**config.mk**
```make
export PLATFORM = sky130hd
export DESIGN_NAME = mpsoc2d
export DESIGN_NICKNAME = d
export VERILOG_FILES = /design/src/design/mpsoc_pkg.sv /design/src/design/noc_link_if.sv /design/src/design/mpsoc2d.sv /design/src/design/net_adapter.sv /design/src/design/noc_mesh2d.sv /design/src/design/noc_router.sv
export SDC_FILE = /design/constraint.sdc
export NUM_CORES = 2
export LEC_CHECK = 0
export BUFFER_PORTS_ARGS = -buffer_cell sky130_fd_sc_hd__buf_4
export CORE_MARGIN = 8
export CORE_UTILIZATION = 51
export DETAILED_ROUTE_END_ITERATION = 10
export GPL_ROUTABILITY_DRIVEN = 0
export PLACE_DENSITY = 0.65
export RECOVER_POWER = 100
export SETUP_SLACK_MARGIN = 0.5
export SLEW_MARGIN = 20
export SYNTH_ARGS = -nofsm -noshare
export SYNTH_HDL_FRONTEND = slang
export SYNTH_SLANG_ARGS = --single-unit
```
**constraint.sdc**
```tcl
create_clock -name clk -period 7.5 [get_ports clk]
set_clock_uncertainty 0.15 [all_clocks]
set_input_delay 0 -clock clk [delete_from_list [all_inputs] [get_ports clk]]
set_output_delay 0 -clock clk [all_outputs]
set_load 0.1 [all_outputs]
```
**src/design/mpsoc_pkg.sv**
```systemverilog
package mpsoc_pkg;

  ////////////////////
  // mesh geometry
  ////////////////////

  localparam int MESH_X  = 2;
  localparam int MESH_Y  = 2;
  localparam int NODES   = MESH_X * MESH_Y;
  localparam int NODE_W  = (NODES > 1) ? $clog2(NODES) : 1;
  localparam int COORD_W = 2;

  ////////////////////
  // flits and messages
  ////////////////////

  localparam int FLIT_W        = 16;
  localparam int PAYLOAD_FLITS = 2;
  localparam int MSG_W         = FLIT_W * PAYLOAD_FLITS;
  localparam int FLIT_CNT_W    = $clog2(PAYLOAD_FLITS + 1);
  localparam int HDR_SRC_W     = 4;                               // enough for 16 tiles.
  localparam int HDR_RSVD_W    = FLIT_W - 2 * COORD_W - HDR_SRC_W;

  ////////////////////
  // router
  ////////////////////

  localparam int FIFO_DEPTH = 2;
  localparam int FIFO_PTR_W = $clog2(FIFO_DEPTH);
  localparam int FIFO_CNT_W = $clog2(FIFO_DEPTH + 1);

  localparam int PORTS  = 5;
  localparam int PORT_W = 3;

  localparam logic [PORT_W-1:0] PORT_LOCAL = 3'd0;
  localparam logic [PORT_W-1:0] PORT_NORTH = 3'd1;
  localparam logic [PORT_W-1:0] PORT_EAST  = 3'd2;
  localparam logic [PORT_W-1:0] PORT_SOUTH = 3'd3;               // towards larger y.
  localparam logic [PORT_W-1:0] PORT_WEST  = 3'd4;

  // the first flit of a packet is read as hdr, the rest as data.
  typedef union packed {
    struct packed {
      logic [COORD_W-1:0]    dst_x;
      logic [COORD_W-1:0]    dst_y;
      logic [HDR_SRC_W-1:0]  src;
      logic [HDR_RSVD_W-1:0] rsvd;
    } hdr;
    logic [FLIT_W-1:0] data;
  } flit_u;

endpackage

```
**src/design/noc_link_if.sv**
```systemverilog
`timescale 1ns/1ps

interface noc_link_if;

  import mpsoc_pkg::*;

  flit_u flit;
  logic  last;
  logic  valid;
  logic  ready;

  modport source (
    output flit, last, valid,
    input  ready
  );

  modport sink (
    input  flit, last, valid,
    output ready
  );

endinterface

```
**src/design/mpsoc2d.sv**
```systemverilog
`timescale 1ns/1ps

module mpsoc2d (
  input  logic                                               clk,
  input  logic                                               rst_n_i,

  input  logic [mpsoc_pkg::NODES-1:0]                        tx_valid_i,
  output logic [mpsoc_pkg::NODES-1:0]                        tx_ready_o,
  input  logic [mpsoc_pkg::NODES-1:0][mpsoc_pkg::NODE_W-1:0] tx_dest_i,
  input  logic [mpsoc_pkg::NODES-1:0][mpsoc_pkg::MSG_W-1:0]  tx_data_i,

  output logic [mpsoc_pkg::NODES-1:0]                        rx_valid_o,
  input  logic [mpsoc_pkg::NODES-1:0]                        rx_ready_i,
  output logic [mpsoc_pkg::NODES-1:0][mpsoc_pkg::NODE_W-1:0] rx_src_o,
  output logic [mpsoc_pkg::NODES-1:0][mpsoc_pkg::MSG_W-1:0]  rx_data_o
);

  import mpsoc_pkg::*;

  // flits from the tiles into the mesh, and back out.
  noc_link_if link_to_noc   [NODES] ();
  noc_link_if link_from_noc [NODES] ();

  noc_mesh2d u_noc (
    .clk       (clk),
    .rst_n_i   (rst_n_i),
    .local_in  (link_to_noc),
    .local_out (link_from_noc)
  );

  generate
    for (genvar i = 0; i < NODES; i++) begin : gen_tile
      net_adapter #(
        .TILE_ID (i)
      ) u_na (
        .clk        (clk),
        .rst_n_i    (rst_n_i),

        .tx_valid_i (tx_valid_i [i]),
        .tx_ready_o (tx_ready_o [i]),
        .tx_dest_i  (tx_dest_i  [i]),
        .tx_data_i  (tx_data_i  [i]),

        .rx_valid_o (rx_valid_o [i]),
        .rx_ready_i (rx_ready_i [i]),
        .rx_src_o   (rx_src_o   [i]),
        .rx_data_o  (rx_data_o  [i]),

        .net_out    (link_to_noc   [i]),
        .net_in     (link_from_noc [i])
      );
    end
  endgenerate

endmodule

```
**src/design/net_adapter.sv**
```systemverilog
`timescale 1ns/1ps

module net_adapter #(
  parameter int TILE_ID = 0
) (
  input  logic                         clk,
  input  logic                         rst_n_i,
  input  logic                         tx_valid_i,
  output logic                         tx_ready_o,
  input  logic [mpsoc_pkg::NODE_W-1:0] tx_dest_i,
  input  logic [mpsoc_pkg::MSG_W-1:0]  tx_data_i,
  output logic                         rx_valid_o,
  input  logic                         rx_ready_i,
  output logic [mpsoc_pkg::NODE_W-1:0] rx_src_o,
  output logic [mpsoc_pkg::MSG_W-1:0]  rx_data_o,
  noc_link_if.source                   net_out,
  noc_link_if.sink                     net_in
);

  import mpsoc_pkg::*;

  logic                  tx_busy;
  logic [FLIT_CNT_W-1:0] tx_idx;                           // 0 is the header.
  logic [COORD_W-1:0]    dst_x_q;
  logic [COORD_W-1:0]    dst_y_q;
  logic [MSG_W-1:0]      tx_data_q;
  flit_u                 tx_flit;
  logic                  tx_xfer;
  logic [FLIT_CNT_W-1:0] rx_cnt;
  logic                  rx_xfer;

  ////////////////////
  // send side
  ////////////////////

  assign tx_ready_o = !tx_busy;

  always_ff @(posedge clk) begin
    if (!rst_n_i) begin
      tx_busy <= 1'b0;
      tx_idx  <= '0;
    end else if (tx_valid_i && tx_ready_o) begin
      tx_busy <= 1'b1;
      tx_idx  <= '0;
    end else if (tx_xfer) begin
      tx_busy <= !net_out.last;
      tx_idx  <= tx_idx + 1'b1;
    end
  end

  always_ff @(posedge clk) begin
    if (tx_valid_i && tx_ready_o) begin
      dst_x_q   <= COORD_W'(int'(tx_dest_i) % MESH_X);
      dst_y_q   <= COORD_W'(int'(tx_dest_i) / MESH_X);
      tx_data_q <= tx_data_i;
    end else if (tx_xfer && (tx_idx != '0)) begin
      tx_data_q <= tx_data_q >> FLIT_W;                     // next word moves to the bottom.
    end
  end

  always_comb begin
    tx_flit = '0;
    if (tx_idx == '0) begin
      tx_flit.hdr.dst_x = dst_x_q;
      tx_flit.hdr.dst_y = dst_y_q;
      tx_flit.hdr.src   = HDR_SRC_W'(TILE_ID);
    end else begin
      tx_flit.data = tx_data_q[FLIT_W-1:0];
    end
  end

  assign net_out.flit  = tx_flit;
  assign net_out.last  = (tx_idx == FLIT_CNT_W'(PAYLOAD_FLITS));
  assign net_out.valid = tx_busy;
  assign tx_xfer       = net_out.valid && net_out.ready;

  ////////////////////
  // receive side
  ////////////////////

  assign net_in.ready = !rx_valid_o;                       // stall while a message waits.
  assign rx_xfer      = net_in.valid && net_in.ready;

  always_ff @(posedge clk) begin
    if (!rst_n_i) begin
      rx_cnt     <= '0;
      rx_valid_o <= 1'b0;
    end else if (rx_xfer) begin
      rx_cnt     <= net_in.last ? '0 : rx_cnt + 1'b1;
      rx_valid_o <= net_in.last;
    end else if (rx_ready_i) begin
      rx_valid_o <= 1'b0;
    end
  end

  always_ff @(posedge clk) begin
    if (rx_xfer) begin
      if (rx_cnt == '0) begin
        rx_src_o <= net_in.flit.hdr.src[NODE_W-1:0];
      end else begin
        rx_data_o <= {net_in.flit.data, rx_data_o[MSG_W-1:FLIT_W]};   // first word ends low.
      end
    end
  end

endmodule

```
**src/design/noc_mesh2d.sv**
```systemverilog
`timescale 1ns/1ps

module noc_mesh2d (
  input  logic       clk,
  input  logic       rst_n_i,
  noc_link_if.sink   local_in  [mpsoc_pkg::NODES],
  noc_link_if.source local_out [mpsoc_pkg::NODES]
);

  import mpsoc_pkg::*;

  // outputs of every router, and the ready of every router input.
  flit_u            lnk_flit  [MESH_Y][MESH_X][PORTS];
  logic [PORTS-1:0] lnk_last  [MESH_Y][MESH_X];
  logic [PORTS-1:0] lnk_valid [MESH_Y][MESH_X];
  logic [PORTS-1:0] lnk_rdy   [MESH_Y][MESH_X];

  for (genvar y = 0; y < MESH_Y; y++) begin : gen_y
    for (genvar x = 0; x < MESH_X; x++) begin : gen_x
      noc_link_if rin  [PORTS] ();
      noc_link_if rout [PORTS] ();

      noc_router #(
        .X_POS (x),
        .Y_POS (y)
      ) u_router (
        .clk      (clk),
        .rst_n_i  (rst_n_i),
        .in_link  (rin),
        .out_link (rout)
      );

      for (genvar p = 0; p < PORTS; p++) begin : gen_exp
        assign lnk_flit[y][x][p]  = rout[p].flit;
        assign lnk_last[y][x][p]  = rout[p].last;
        assign lnk_valid[y][x][p] = rout[p].valid;
        assign lnk_rdy[y][x][p]   = rin[p].ready;
      end

      assign rin[PORT_LOCAL].flit          = local_in[y*MESH_X+x].flit;
      assign rin[PORT_LOCAL].last          = local_in[y*MESH_X+x].last;
      assign rin[PORT_LOCAL].valid         = local_in[y*MESH_X+x].valid;
      assign local_in[y*MESH_X+x].ready    = lnk_rdy[y][x][PORT_LOCAL];
      assign local_out[y*MESH_X+x].flit    = lnk_flit[y][x][PORT_LOCAL];
      assign local_out[y*MESH_X+x].last    = lnk_last[y][x][PORT_LOCAL];
      assign local_out[y*MESH_X+x].valid   = lnk_valid[y][x][PORT_LOCAL];
      assign rout[PORT_LOCAL].ready        = local_out[y*MESH_X+x].ready;

      // each compass input takes the facing output of its neighbour.
      for (genvar p = 1; p < PORTS; p++) begin : gen_dir
        if (p == PORT_NORTH && y > 0) begin : gen_n
          assign rin[p].flit   = lnk_flit[y-1][x][PORT_SOUTH];
          assign rin[p].last   = lnk_last[y-1][x][PORT_SOUTH];
          assign rin[p].valid  = lnk_valid[y-1][x][PORT_SOUTH];
          assign rout[p].ready = lnk_rdy[y-1][x][PORT_SOUTH];
        end else if (p == PORT_EAST && x < MESH_X - 1) begin : gen_e
          assign rin[p].flit   = lnk_flit[y][x+1][PORT_WEST];
          assign rin[p].last   = lnk_last[y][x+1][PORT_WEST];
          assign rin[p].valid  = lnk_valid[y][x+1][PORT_WEST];
          assign rout[p].ready = lnk_rdy[y][x+1][PORT_WEST];
        end else if (p == PORT_SOUTH && y < MESH_Y - 1) begin : gen_s
          assign rin[p].flit   = lnk_flit[y+1][x][PORT_NORTH];
          assign rin[p].last   = lnk_last[y+1][x][PORT_NORTH];
          assign rin[p].valid  = lnk_valid[y+1][x][PORT_NORTH];
          assign rout[p].ready = lnk_rdy[y+1][x][PORT_NORTH];
        end else if (p == PORT_WEST && x > 0) begin : gen_w
          assign rin[p].flit   = lnk_flit[y][x-1][PORT_EAST];
          assign rin[p].last   = lnk_last[y][x-1][PORT_EAST];
          assign rin[p].valid  = lnk_valid[y][x-1][PORT_EAST];
          assign rout[p].ready = lnk_rdy[y][x-1][PORT_EAST];
        end else begin : gen_edge
          assign rin[p].flit   = '0;                       // nothing arrives from the edge.
          assign rin[p].last   = 1'b0;
          assign rin[p].valid  = 1'b0;
          assign rout[p].ready = 1'b1;
        end
      end
    end
  end

endmodule

```
**src/design/noc_router.sv**
```systemverilog
`timescale 1ns/1ps

module noc_router #(
  parameter int X_POS = 0,
  parameter int Y_POS = 0
) (
  input  logic       clk,
  input  logic       rst_n_i,
  noc_link_if.sink   in_link  [mpsoc_pkg::PORTS],
  noc_link_if.source out_link [mpsoc_pkg::PORTS]
);

  import mpsoc_pkg::*;

  flit_u             head_flit [PORTS];
  logic [PORTS-1:0]  head_last;
  logic [PORTS-1:0]  head_vld;
  logic [PORT_W-1:0] route     [PORTS];
  logic [PORT_W-1:0] grant_idx [PORTS];
  logic [PORTS-1:0]  out_xfer;

  ////////////////////
  // input buffers
  ////////////////////

  for (genvar p = 0; p < PORTS; p++) begin : gen_in
    flit_u                 mem [FIFO_DEPTH];
    logic [FIFO_DEPTH-1:0] mem_last;
    logic [FIFO_PTR_W-1:0] wr_ptr;
    logic [FIFO_PTR_W-1:0] rd_ptr;
    logic [FIFO_CNT_W-1:0] count;
    logic                  push;
    logic                  pop;
    logic                  in_pkt;                         // head is a payload flit.
    logic [PORT_W-1:0]     route_q;
    logic [PORT_W-1:0]     route_hdr;

    assign in_link[p].ready = (count != FIFO_CNT_W'(FIFO_DEPTH));
    assign push             = in_link[p].valid && in_link[p].ready;

    assign head_vld[p]  = (count != '0);
    assign head_flit[p] = mem[rd_ptr];
    assign head_last[p] = mem_last[rd_ptr];

    always_ff @(posedge clk) begin
      if (push) begin
        mem[wr_ptr]      <= in_link[p].flit;
        mem_last[wr_ptr] <= in_link[p].last;
      end
    end

    always_ff @(posedge clk) begin
      if (!rst_n_i) begin
        wr_ptr <= '0;
        rd_ptr <= '0;
        count  <= '0;
        in_pkt <= 1'b0;
      end else begin
        if (push) begin
          wr_ptr <= (wr_ptr == FIFO_PTR_W'(FIFO_DEPTH - 1)) ? '0 : wr_ptr + 1'b1;
        end
        if (pop) begin
          rd_ptr <= (rd_ptr == FIFO_PTR_W'(FIFO_DEPTH - 1)) ? '0 : rd_ptr + 1'b1;
          in_pkt <= !head_last[p];
        end
        if (push && !pop) begin
          count <= count + 1'b1;
        end else if (!push && pop) begin
          count <= count - 1'b1;
        end
      end
    end

    // xy routing, x is resolved first.
    always_comb begin
      if (int'(head_flit[p].hdr.dst_x) > X_POS) begin
        route_hdr = PORT_EAST;
      end else if (int'(head_flit[p].hdr.dst_x) < X_POS) begin
        route_hdr = PORT_WEST;
      end else if (int'(head_flit[p].hdr.dst_y) > Y_POS) begin
        route_hdr = PORT_SOUTH;
      end else if (int'(head_flit[p].hdr.dst_y) < Y_POS) begin
        route_hdr = PORT_NORTH;
      end else begin
        route_hdr = PORT_LOCAL;
      end
    end

    always_ff @(posedge clk) begin
      if (pop && !in_pkt) begin
        route_q <= route_hdr;                              // body flits follow the header.
      end
    end

    assign route[p] = in_pkt ? route_q : route_hdr;

    always_comb begin
      pop = 1'b0;
      for (int o = 0; o < PORTS; o++) begin
        if (out_xfer[o] && (grant_idx[o] == PORT_W'(p))) begin
          pop = 1'b1;
        end
      end
    end
  end

  ////////////////////
  // output arbiters
  ////////////////////

  for (genvar o = 0; o < PORTS; o++) begin : gen_out
    logic [PORTS-1:0]  req;
    logic              lock_q;
    logic [PORT_W-1:0] owner_q;
    logic [PORT_W-1:0] prio_q;
    logic [PORT_W-1:0] rr_idx;
    logic              rr_vld;

    always_comb begin
      for (int i = 0; i < PORTS; i++) begin
        req[i] = head_vld[i] && (route[i] == PORT_W'(o));
      end
    end

    always_comb begin : rr_pick
      int cand;
      cand   = 0;
      rr_vld = 1'b0;
      rr_idx = prio_q;
      for (int k = PORTS - 1; k >= 0; k--) begin          // lowest k wins, it is written last.
        cand = int'(prio_q) + k;
        if (cand >= PORTS) begin
          cand = cand - PORTS;
        end
        if (req[cand]) begin
          rr_vld = 1'b1;
          rr_idx = PORT_W'(cand);
        end
      end
    end

    assign grant_idx[o]      = lock_q ? owner_q : rr_idx;
    assign out_link[o].valid = lock_q ? req[owner_q] : rr_vld;
    assign out_link[o].flit  = head_flit[grant_idx[o]];
    assign out_link[o].last  = head_last[grant_idx[o]];
    assign out_xfer[o]       = out_link[o].valid && out_link[o].ready;

    always_ff @(posedge clk) begin
      if (!rst_n_i) begin
        lock_q  <= 1'b0;
        owner_q <= '0;
        prio_q  <= '0;
      end else if (out_xfer[o]) begin
        if (head_last[grant_idx[o]]) begin
          lock_q <= 1'b0;
          prio_q <= (grant_idx[o] == PORT_W'(PORTS - 1)) ? '0 : grant_idx[o] + 1'b1;
        end else begin
          lock_q  <= 1'b1;                                 // hold the output until the tail.
          owner_q <= grant_idx[o];
        end
      end
    end
  end

endmodule

```
Yosys cells after proc, flatten, opt, wreduce, memory -nomap -nowiden --
Memories as Yosys holds them, arrays and structs flattened. A register that Yosys moved wholly into a read port is not among the register bits. Index checks and enable logic that the tools add are counted.
Storage, ports and cells: bits in registers 572, memory bits (writable) 384, input port bits 146, output and inout bits 144, word-level logic and storage cells 2653, memories 12
Cells by class: add/sub/neg operators 264, magnitude comparators 348, equality and inequality tests 176, mux-type cells 1160, bitwise logic cells 37, reductions and logical operators 480
Memories:
- u_noc.gen_y[0].gen_x[0].u_router.gen_in[0].mem | depth 2, bits a word 16, rd ports 1, clocked after Yosys merged registers in 1, wr ports 1, line noc_router.sv:27 | flit_u mem [FIFO_DEPTH];
- u_noc.gen_y[0].gen_x[0].u_router.gen_in[2].mem | depth 2, bits a word 16, rd ports 1, clocked after Yosys merged registers in 1, wr ports 1, line noc_router.sv:27
- u_noc.gen_y[0].gen_x[0].u_router.gen_in[3].mem | depth 2, bits a word 16, rd ports 1, clocked after Yosys merged registers in 1, wr ports 1, line noc_router.sv:27
- u_noc.gen_y[0].gen_x[1].u_router.gen_in[0].mem | depth 2, bits a word 16, rd ports 1, clocked after Yosys merged registers in 1, wr ports 1, line noc_router.sv:27
- u_noc.gen_y[0].gen_x[1].u_router.gen_in[3].mem | depth 2, bits a word 16, rd ports 1, clocked after Yosys merged registers in 1, wr ports 1, line noc_router.sv:27
- u_noc.gen_y[0].gen_x[1].u_router.gen_in[4].mem | depth 2, bits a word 16, rd ports 1, clocked after Yosys merged registers in 1, wr ports 1, line noc_router.sv:27
- +6 memories
Operators by type and width (number):
- two-way mux 32 bit | 108
- < comparator 32 x 5 -> 1 bit, second input constant | 100
- two-way mux 1 bit | 614
- binary-select mux 16 bit (select 3 bit) | 12
- two-way mux 3 bit | 172
- binary-select mux 1 bit (select 3 bit) | 140
- subtractor 4 x 3 -> 5 bit, second input constant | 80
- two-way mux 16 bit | 24
- >= comparator 4 x 3 -> 1 bit, second input constant | 80
- logical AND 1 bit | 272
- equality test 3 x 2 -> 1 bit, second input constant | 80
- adder 3 x 2 -> 4 bit, second input constant | 40
- < comparator 3 x 4 -> 1 bit, second input constant | 40
- equality test 3 x 1 -> 1 bit, second input constant | 40
- equality test 3 bit, second input constant | 40
- logical NOT 3 bit | 40
- two-way mux 2 bit | 58
- AND reduction 2 bit | 48
- nonzero test 2 bit | 48
- adder 3 x 1 -> 4 bit, second input constant | 20
- adder 3 x 3 -> 4 bit, second input constant | 20
- subtractor 3 x 3 -> 4 bit, second input constant | 20
- two-way mux 8 bit | 8
- adder 3 x 1 -> 3 bit, second input constant | 20
- 20 further kinds | 341

Logic depth before layout (Yosys ltp) --
depth in word-level cells 27, depth in mapped cells 25, mapped depth without buffers 22

By module --
Synthesis repeated with hierarchy kept, for this count alone.
Second synthesis, totals: cells, all modules 9057, area, all modules 88916.5 um^2
By module, submodules not included:
- noc_router at u_noc.gen_y[0].gen_x[1].u_router | instances 1, cells an instance 2251, area each 20840.0 um^2
- noc_router at u_noc.gen_y[1].gen_x[1].u_router | instances 1, cells an instance 2310, area each 20714.9 um^2
- noc_router at u_noc.gen_y[0].gen_x[0].u_router | instances 1, cells an instance 1918, area each 18089.8 um^2
- noc_router at u_noc.gen_y[1].gen_x[0].u_router | instances 1, cells an instance 1936, area each 17893.4 um^2
- net_adapter | instances 4, cells an instance 160, area each 2842.7 um^2
- noc_mesh2d | instances 1, cells an instance 2, area each 7.5 um^2

Least setup slack after synthesis --
Ideal clock, no wire load.
path type reg-to-reg, start point reg u_noc.gen_y[1].gen_x[1].u_router.gen_out[4].prio_q[0], end point reg u_noc.gen_y[1].gen_x[1].u_router.gen_in[4].count[1], setup time 70 ps, arrival time 5159 ps, data required time 7280 ps, setup slack 2120 ps, stages on the path, launching flop included 24, buffers on the path 5, period minus slack after synthesis 5380 ps, path through dfxtp_1 -> clkbuf_1 -> inv_1 -> ha_1 -> clkbuf_1 -> nand2_1 -> nor4_1 -> o31a_1 -> mux2i_1 -> a2bb2oi_1 -> nor4bb_1 -> a22o_1 -> clkbuf_1 -> clkbuf_1 -> inv_1 -> ha_1 -> inv_1 -> nor3b_1 -> a311oi_1 -> o211a_1 -> buf_2 -> ha_1 -> or3_1 -> a21oi_1
RTL lines:
- start, declared | line noc_router.sv:115 | logic [PORT_W-1:0] prio_q;
- start signal, assigned | line noc_router.sv:156 | prio_q <= (grant_idx[o] == PORT_W'(PORTS - 1)) ? '0 : grant_idx[o] + 1'b1;
- end signal, assigned | line noc_router.sv:67 | count <= count + 1'b1;
- end signal, assigned | line noc_router.sv:69 | count <= count - 1'b1;
- end, declared | line noc_router.sv:31 | logic [FIFO_CNT_W-1:0] count;

==> flow_summary.json <==
{
  "worstMarginPinSlew_ps": 3250,
  "cts_tree": "yes",
  "max_freq_ghz": 0.145,
  "seq_area_frac_synth_pct": 41.8,
  "synthesis.instances": 6494,
  "synth.distinct_cells": 126,
  "crit_chain": "clkbuf_1, nor3b_1, nor2_1, a2111oi_2, o211ai_1, a21oi_1, o311ai_0, o22ai_1, nand2_1, or2_0, o22ai_1",
  "cts_setup_buffers": 0,
  "status": "finished with violations",
  "synthesis.area_um2": 62000,
  "drv_slew": 338,
  "cp_slowest_cell": "a2111oi_2",
  "grt_pass1_wl_um": 283000,
  "routed_via_density": 6.16,
  "min_from": "rst_n_i",
  "grt-ovfl-total": 0,
  "crit_path_max_fanout": 21,
  "die_x_um": 365,
  "cts_inserted_buffers": 104,
  "r2r_cells": 11,
  "cts.path.max_buffers": 3,
  "ys_warn_count": 0,
  "drt_iter0_drc": 5589,
  "total_power_mw": 33.7,
  "first_pass_iters": 8,
  "min_period_over_period_pct": 92.1,
  "syn2layout_area_growth_pct": 15.5,
  "cp.buffers_inverters": 1,
  "hold_buffers": 336,
  "clk_pin_slew_ps": 60,
  "failed_checks": "max-capacitance violations, max-slew violations",
  "drive_gt1_share_pct": 8.18,
  "grt_use_total_pct": 26.2,
  "setup_tns_ps": 0,
  "stdcell_area_um2": 71600,
  "fin_util_pct": 59.1,
  "ir_drop_mv": 0.259,
  "whs_ps": 201,
  "initial_utilization_pct": 51.2,
  "drc": 0,
  "slew-limit-headroom_pct": -117,
  "grt_max_degree": 72,
  "crit_family": "compound AO/OA/AOI/OAI gates",
  "period_minus_slack_ps": 6910,
  "clock-root-buffer": "clkbuf_16",
  "ios": 290,
  "holdPathStages": 3,
  "dieArea_um2": 133000,
  "grt_pass1_vias": 50383,
  "drv_cap": 12,
  "synth-seq-cells": 940,
  "clock_latency_ps": 730,
  "ant_nets": 0,
  "num_rows": 128,
  "crit_top_cell": "o22ai_1",
  "worst_ep_required_time_ps": 7740,
  "antenna_found_initial": 7,
  "rrSetupSlack_ps": 590,
  "cp.arrival_ps": 7150,
  "setup_violations": 0,
  "syn_nets": 6975,
  "io_buffers": 289,
  "power_leakage_nw": 27.0,
  "r2r-end": "gen_tile[1].u_na.rx_src_o[1]",
  "async_flop_share_pct": 0,
  "worstSetupPathType": "reg -> reg",
  "cts_resized": 0,
  "synth_flop_cell": "edfxtp_1",
  "cp-start-kind": "flip-flop",
  "wire_per_inst_um": 21.1,
  "rsz0062_at_grt": "no",
  "slowest_delay_ps": 1030,
  "pwr_density_cell_nw_per_um2": 471,
  "synth_enable_flop_cells": 710,
  "fp.dieH_um": 365,
  "nets": 7441,
  "num_vias": 53463,
  "fillers": 10437,
  "post-dp-hpwl_um": 129000,
  "cts.sinks": 940,
  "synth_area_per_cell_um2": 9.55,
  "wirelength_um": 183000,
  "coreArea_um2": 121000,
  "finalHoldViolCount": 0,
  "h-tree-depth": 3,
  "hp-class": "in -> reg",
  "cp-end-kind": "flip-flop",
  "placed_cell_area_um2": 65600
}
-- layer usage --
layer	routed length, um	vias up	share of wire [%]	global-route usage, %
li1	-	25299	-	-
met1	78800	25563	43	35.4
met2	84700	2234	46	42.9
met3	12800	365	7.0	3.48
met4	6850	2	3.7	9.84
met5	76	-	0.041	0
-- power by group --
part	total (mW)	internal [mW]	switching, mW
Combinational	19.4	6.38	13.0
Sequential	9.04	8.04	1.00
Clock	5.30	3.03	2.27
-- layout make-up --
type,instances,area [um2],area share (%)
multi-input cells,4933,33600,46.9
repair buffers,707,5470,7.64
clock buffers,131,2800,3.90
flip-flops and latches,940,25900,36.2
diodes,3,7.51,0.0105
clock inverters,65,759,1.06
well taps,1625,2030,2.84
inverters,274,1030,1.44
-- placed cells by master (no fill, tap or decap), types with 28 or more instances in the layout --
cell,synthesis,routed
nand2_1,631,632
o21a_1,46,46
a211o_1,30,30
or2_2,41,39
dfxtp_1,230,230
nand3b_1,38,38
nor3_1,205,205
mux2i_1,412,413
dlygate4sd3_1,0,336
o211ai_1,59,59
a22oi_1,67,68
ha_1,335,335
nor2_1,521,520
nand4_1,37,37
nand2b_1,107,107
edfxtp_1,710,710
a31oi_1,84,86
xor2_1,49,49
nor2b_1,129,128
and3_1,52,52
nand3_1,138,138
nor4_1,53,52
a21o_1,28,28
a211oi_1,78,78
or3_1,73,73
a21oi_1,412,409
buf_4,14,174
inv_1,256,258
o21ai_0,231,238
xnor2_1,54,54
o22ai_1,94,94
and2_0,1,60
clkbuf_16,0,106
nor3b_1,56,56
mux2_2,80,68
and2_1,116,57
clkbuf_1,234,207
o31ai_1,66,67
-- how the worst max path moves through the flow --
| stage | startpoint | to | slack, ps | depth (start not counted) |
|---|---|---|---|---|
| after floorplan | flip-flop | flip-flop | 2120 | 23 |
| after global placement | flip-flop | flip-flop | 1240 | 17 |
| after detailed placement | flip-flop | flip-flop | 1140 | 17 |
| after CTS | flip-flop | flip-flop | 1120 | 18 |
| after global routing | flip-flop | flip-flop | 260 | 16 |
| final | flip-flop | gen_tile[1].u_na.rx_src_o[1] | 590 | 11 |
-- tightest hold or removal path, stage by stage --
cell	delay, ps
dlygate4sd3_1	550
buf_6	250
o21a_1	180
-- cell families (layout without fill, tap and decap cells) --
family / Yosys count / count (layout) / share of synthesized area (%)
flip-flops: 940 / 940 / 41.8
buffers and inverters: 621 / 1177 / 3.98
adder cells (fa/ha/maj): 335 / 335 / 6.76
other: 0 / 3 / 0
multiplexers: 497 / 497 / 8.27
AND/OR/NAND/NOR: 2330 / 2330 / 18.9
AO/OA/AOI/OAI: 1668 / 1668 / 18.8
XOR/XNOR: 103 / 103 / 1.45
-- state kept, by name, summed over array words and instances (netlist names), named ones only --
signal,cells
u_noc.gen_y.gen_x.u_router.gen_in.mem,384
gen_tile.u_na.rx_data_o,128
gen_tile.u_na.tx_data_q,128
u_noc.gen_y.gen_x.u_router.gen_out.owner_q,54
u_noc.gen_y.gen_x.u_router.gen_out.prio_q,54
u_noc.gen_y.gen_x.u_router.gen_in.count,32
u_noc.gen_y.gen_x.u_router.gen_in.route_q,30
u_noc.gen_y.gen_x.u_router.gen_in.mem_last,24
u_noc.gen_y.gen_x.u_router.gen_out.lock_q,18
u_noc.gen_y.gen_x.u_router.gen_in.in_pkt,12
u_noc.gen_y.gen_x.u_router.gen_in.rd_ptr,12
u_noc.gen_y.gen_x.u_router.gen_in.wr_ptr,12
gen_tile.u_na.rx_cnt,8
gen_tile.u_na.rx_src_o,8
gen_tile.u_na.tx_idx,8
gen_tile.u_na.dst_x_q,4
gen_tile.u_na.dst_y_q,4
gen_tile.u_na.net_out.valid,4
gen_tile.u_na.rx_valid_o,4
-- Yosys cell counts, types with 129 or more instances --
cell type  count  area share (%)
a21oi_1      412             3.3
clkbuf_1     234             1.4
dfxtp_1      230             7.4
edfxtp_1     710              34
ha_1         335             6.8
inv_1        256             1.5
mux2i_1      412             6.6
nand2_1      631             3.8
nand3_1      138             1.1
nor2_1       521             3.2
nor2b_1      129             1.3
nor3_1       205             1.7
o21ai_0      231             1.9
-- through the flow --
| step | instances | worst slack, ps |
|---|---|---|
| floorplan | 6494 | 2120 |
| global placement | 8142 | 1240 |
| global route | 8677 | 263 |
| CTS | 8675 | 1120 |
| detailed placement | 8143 | 1140 |
| finish | 8678 | 590 |
(Power assumes the default switching activity.)
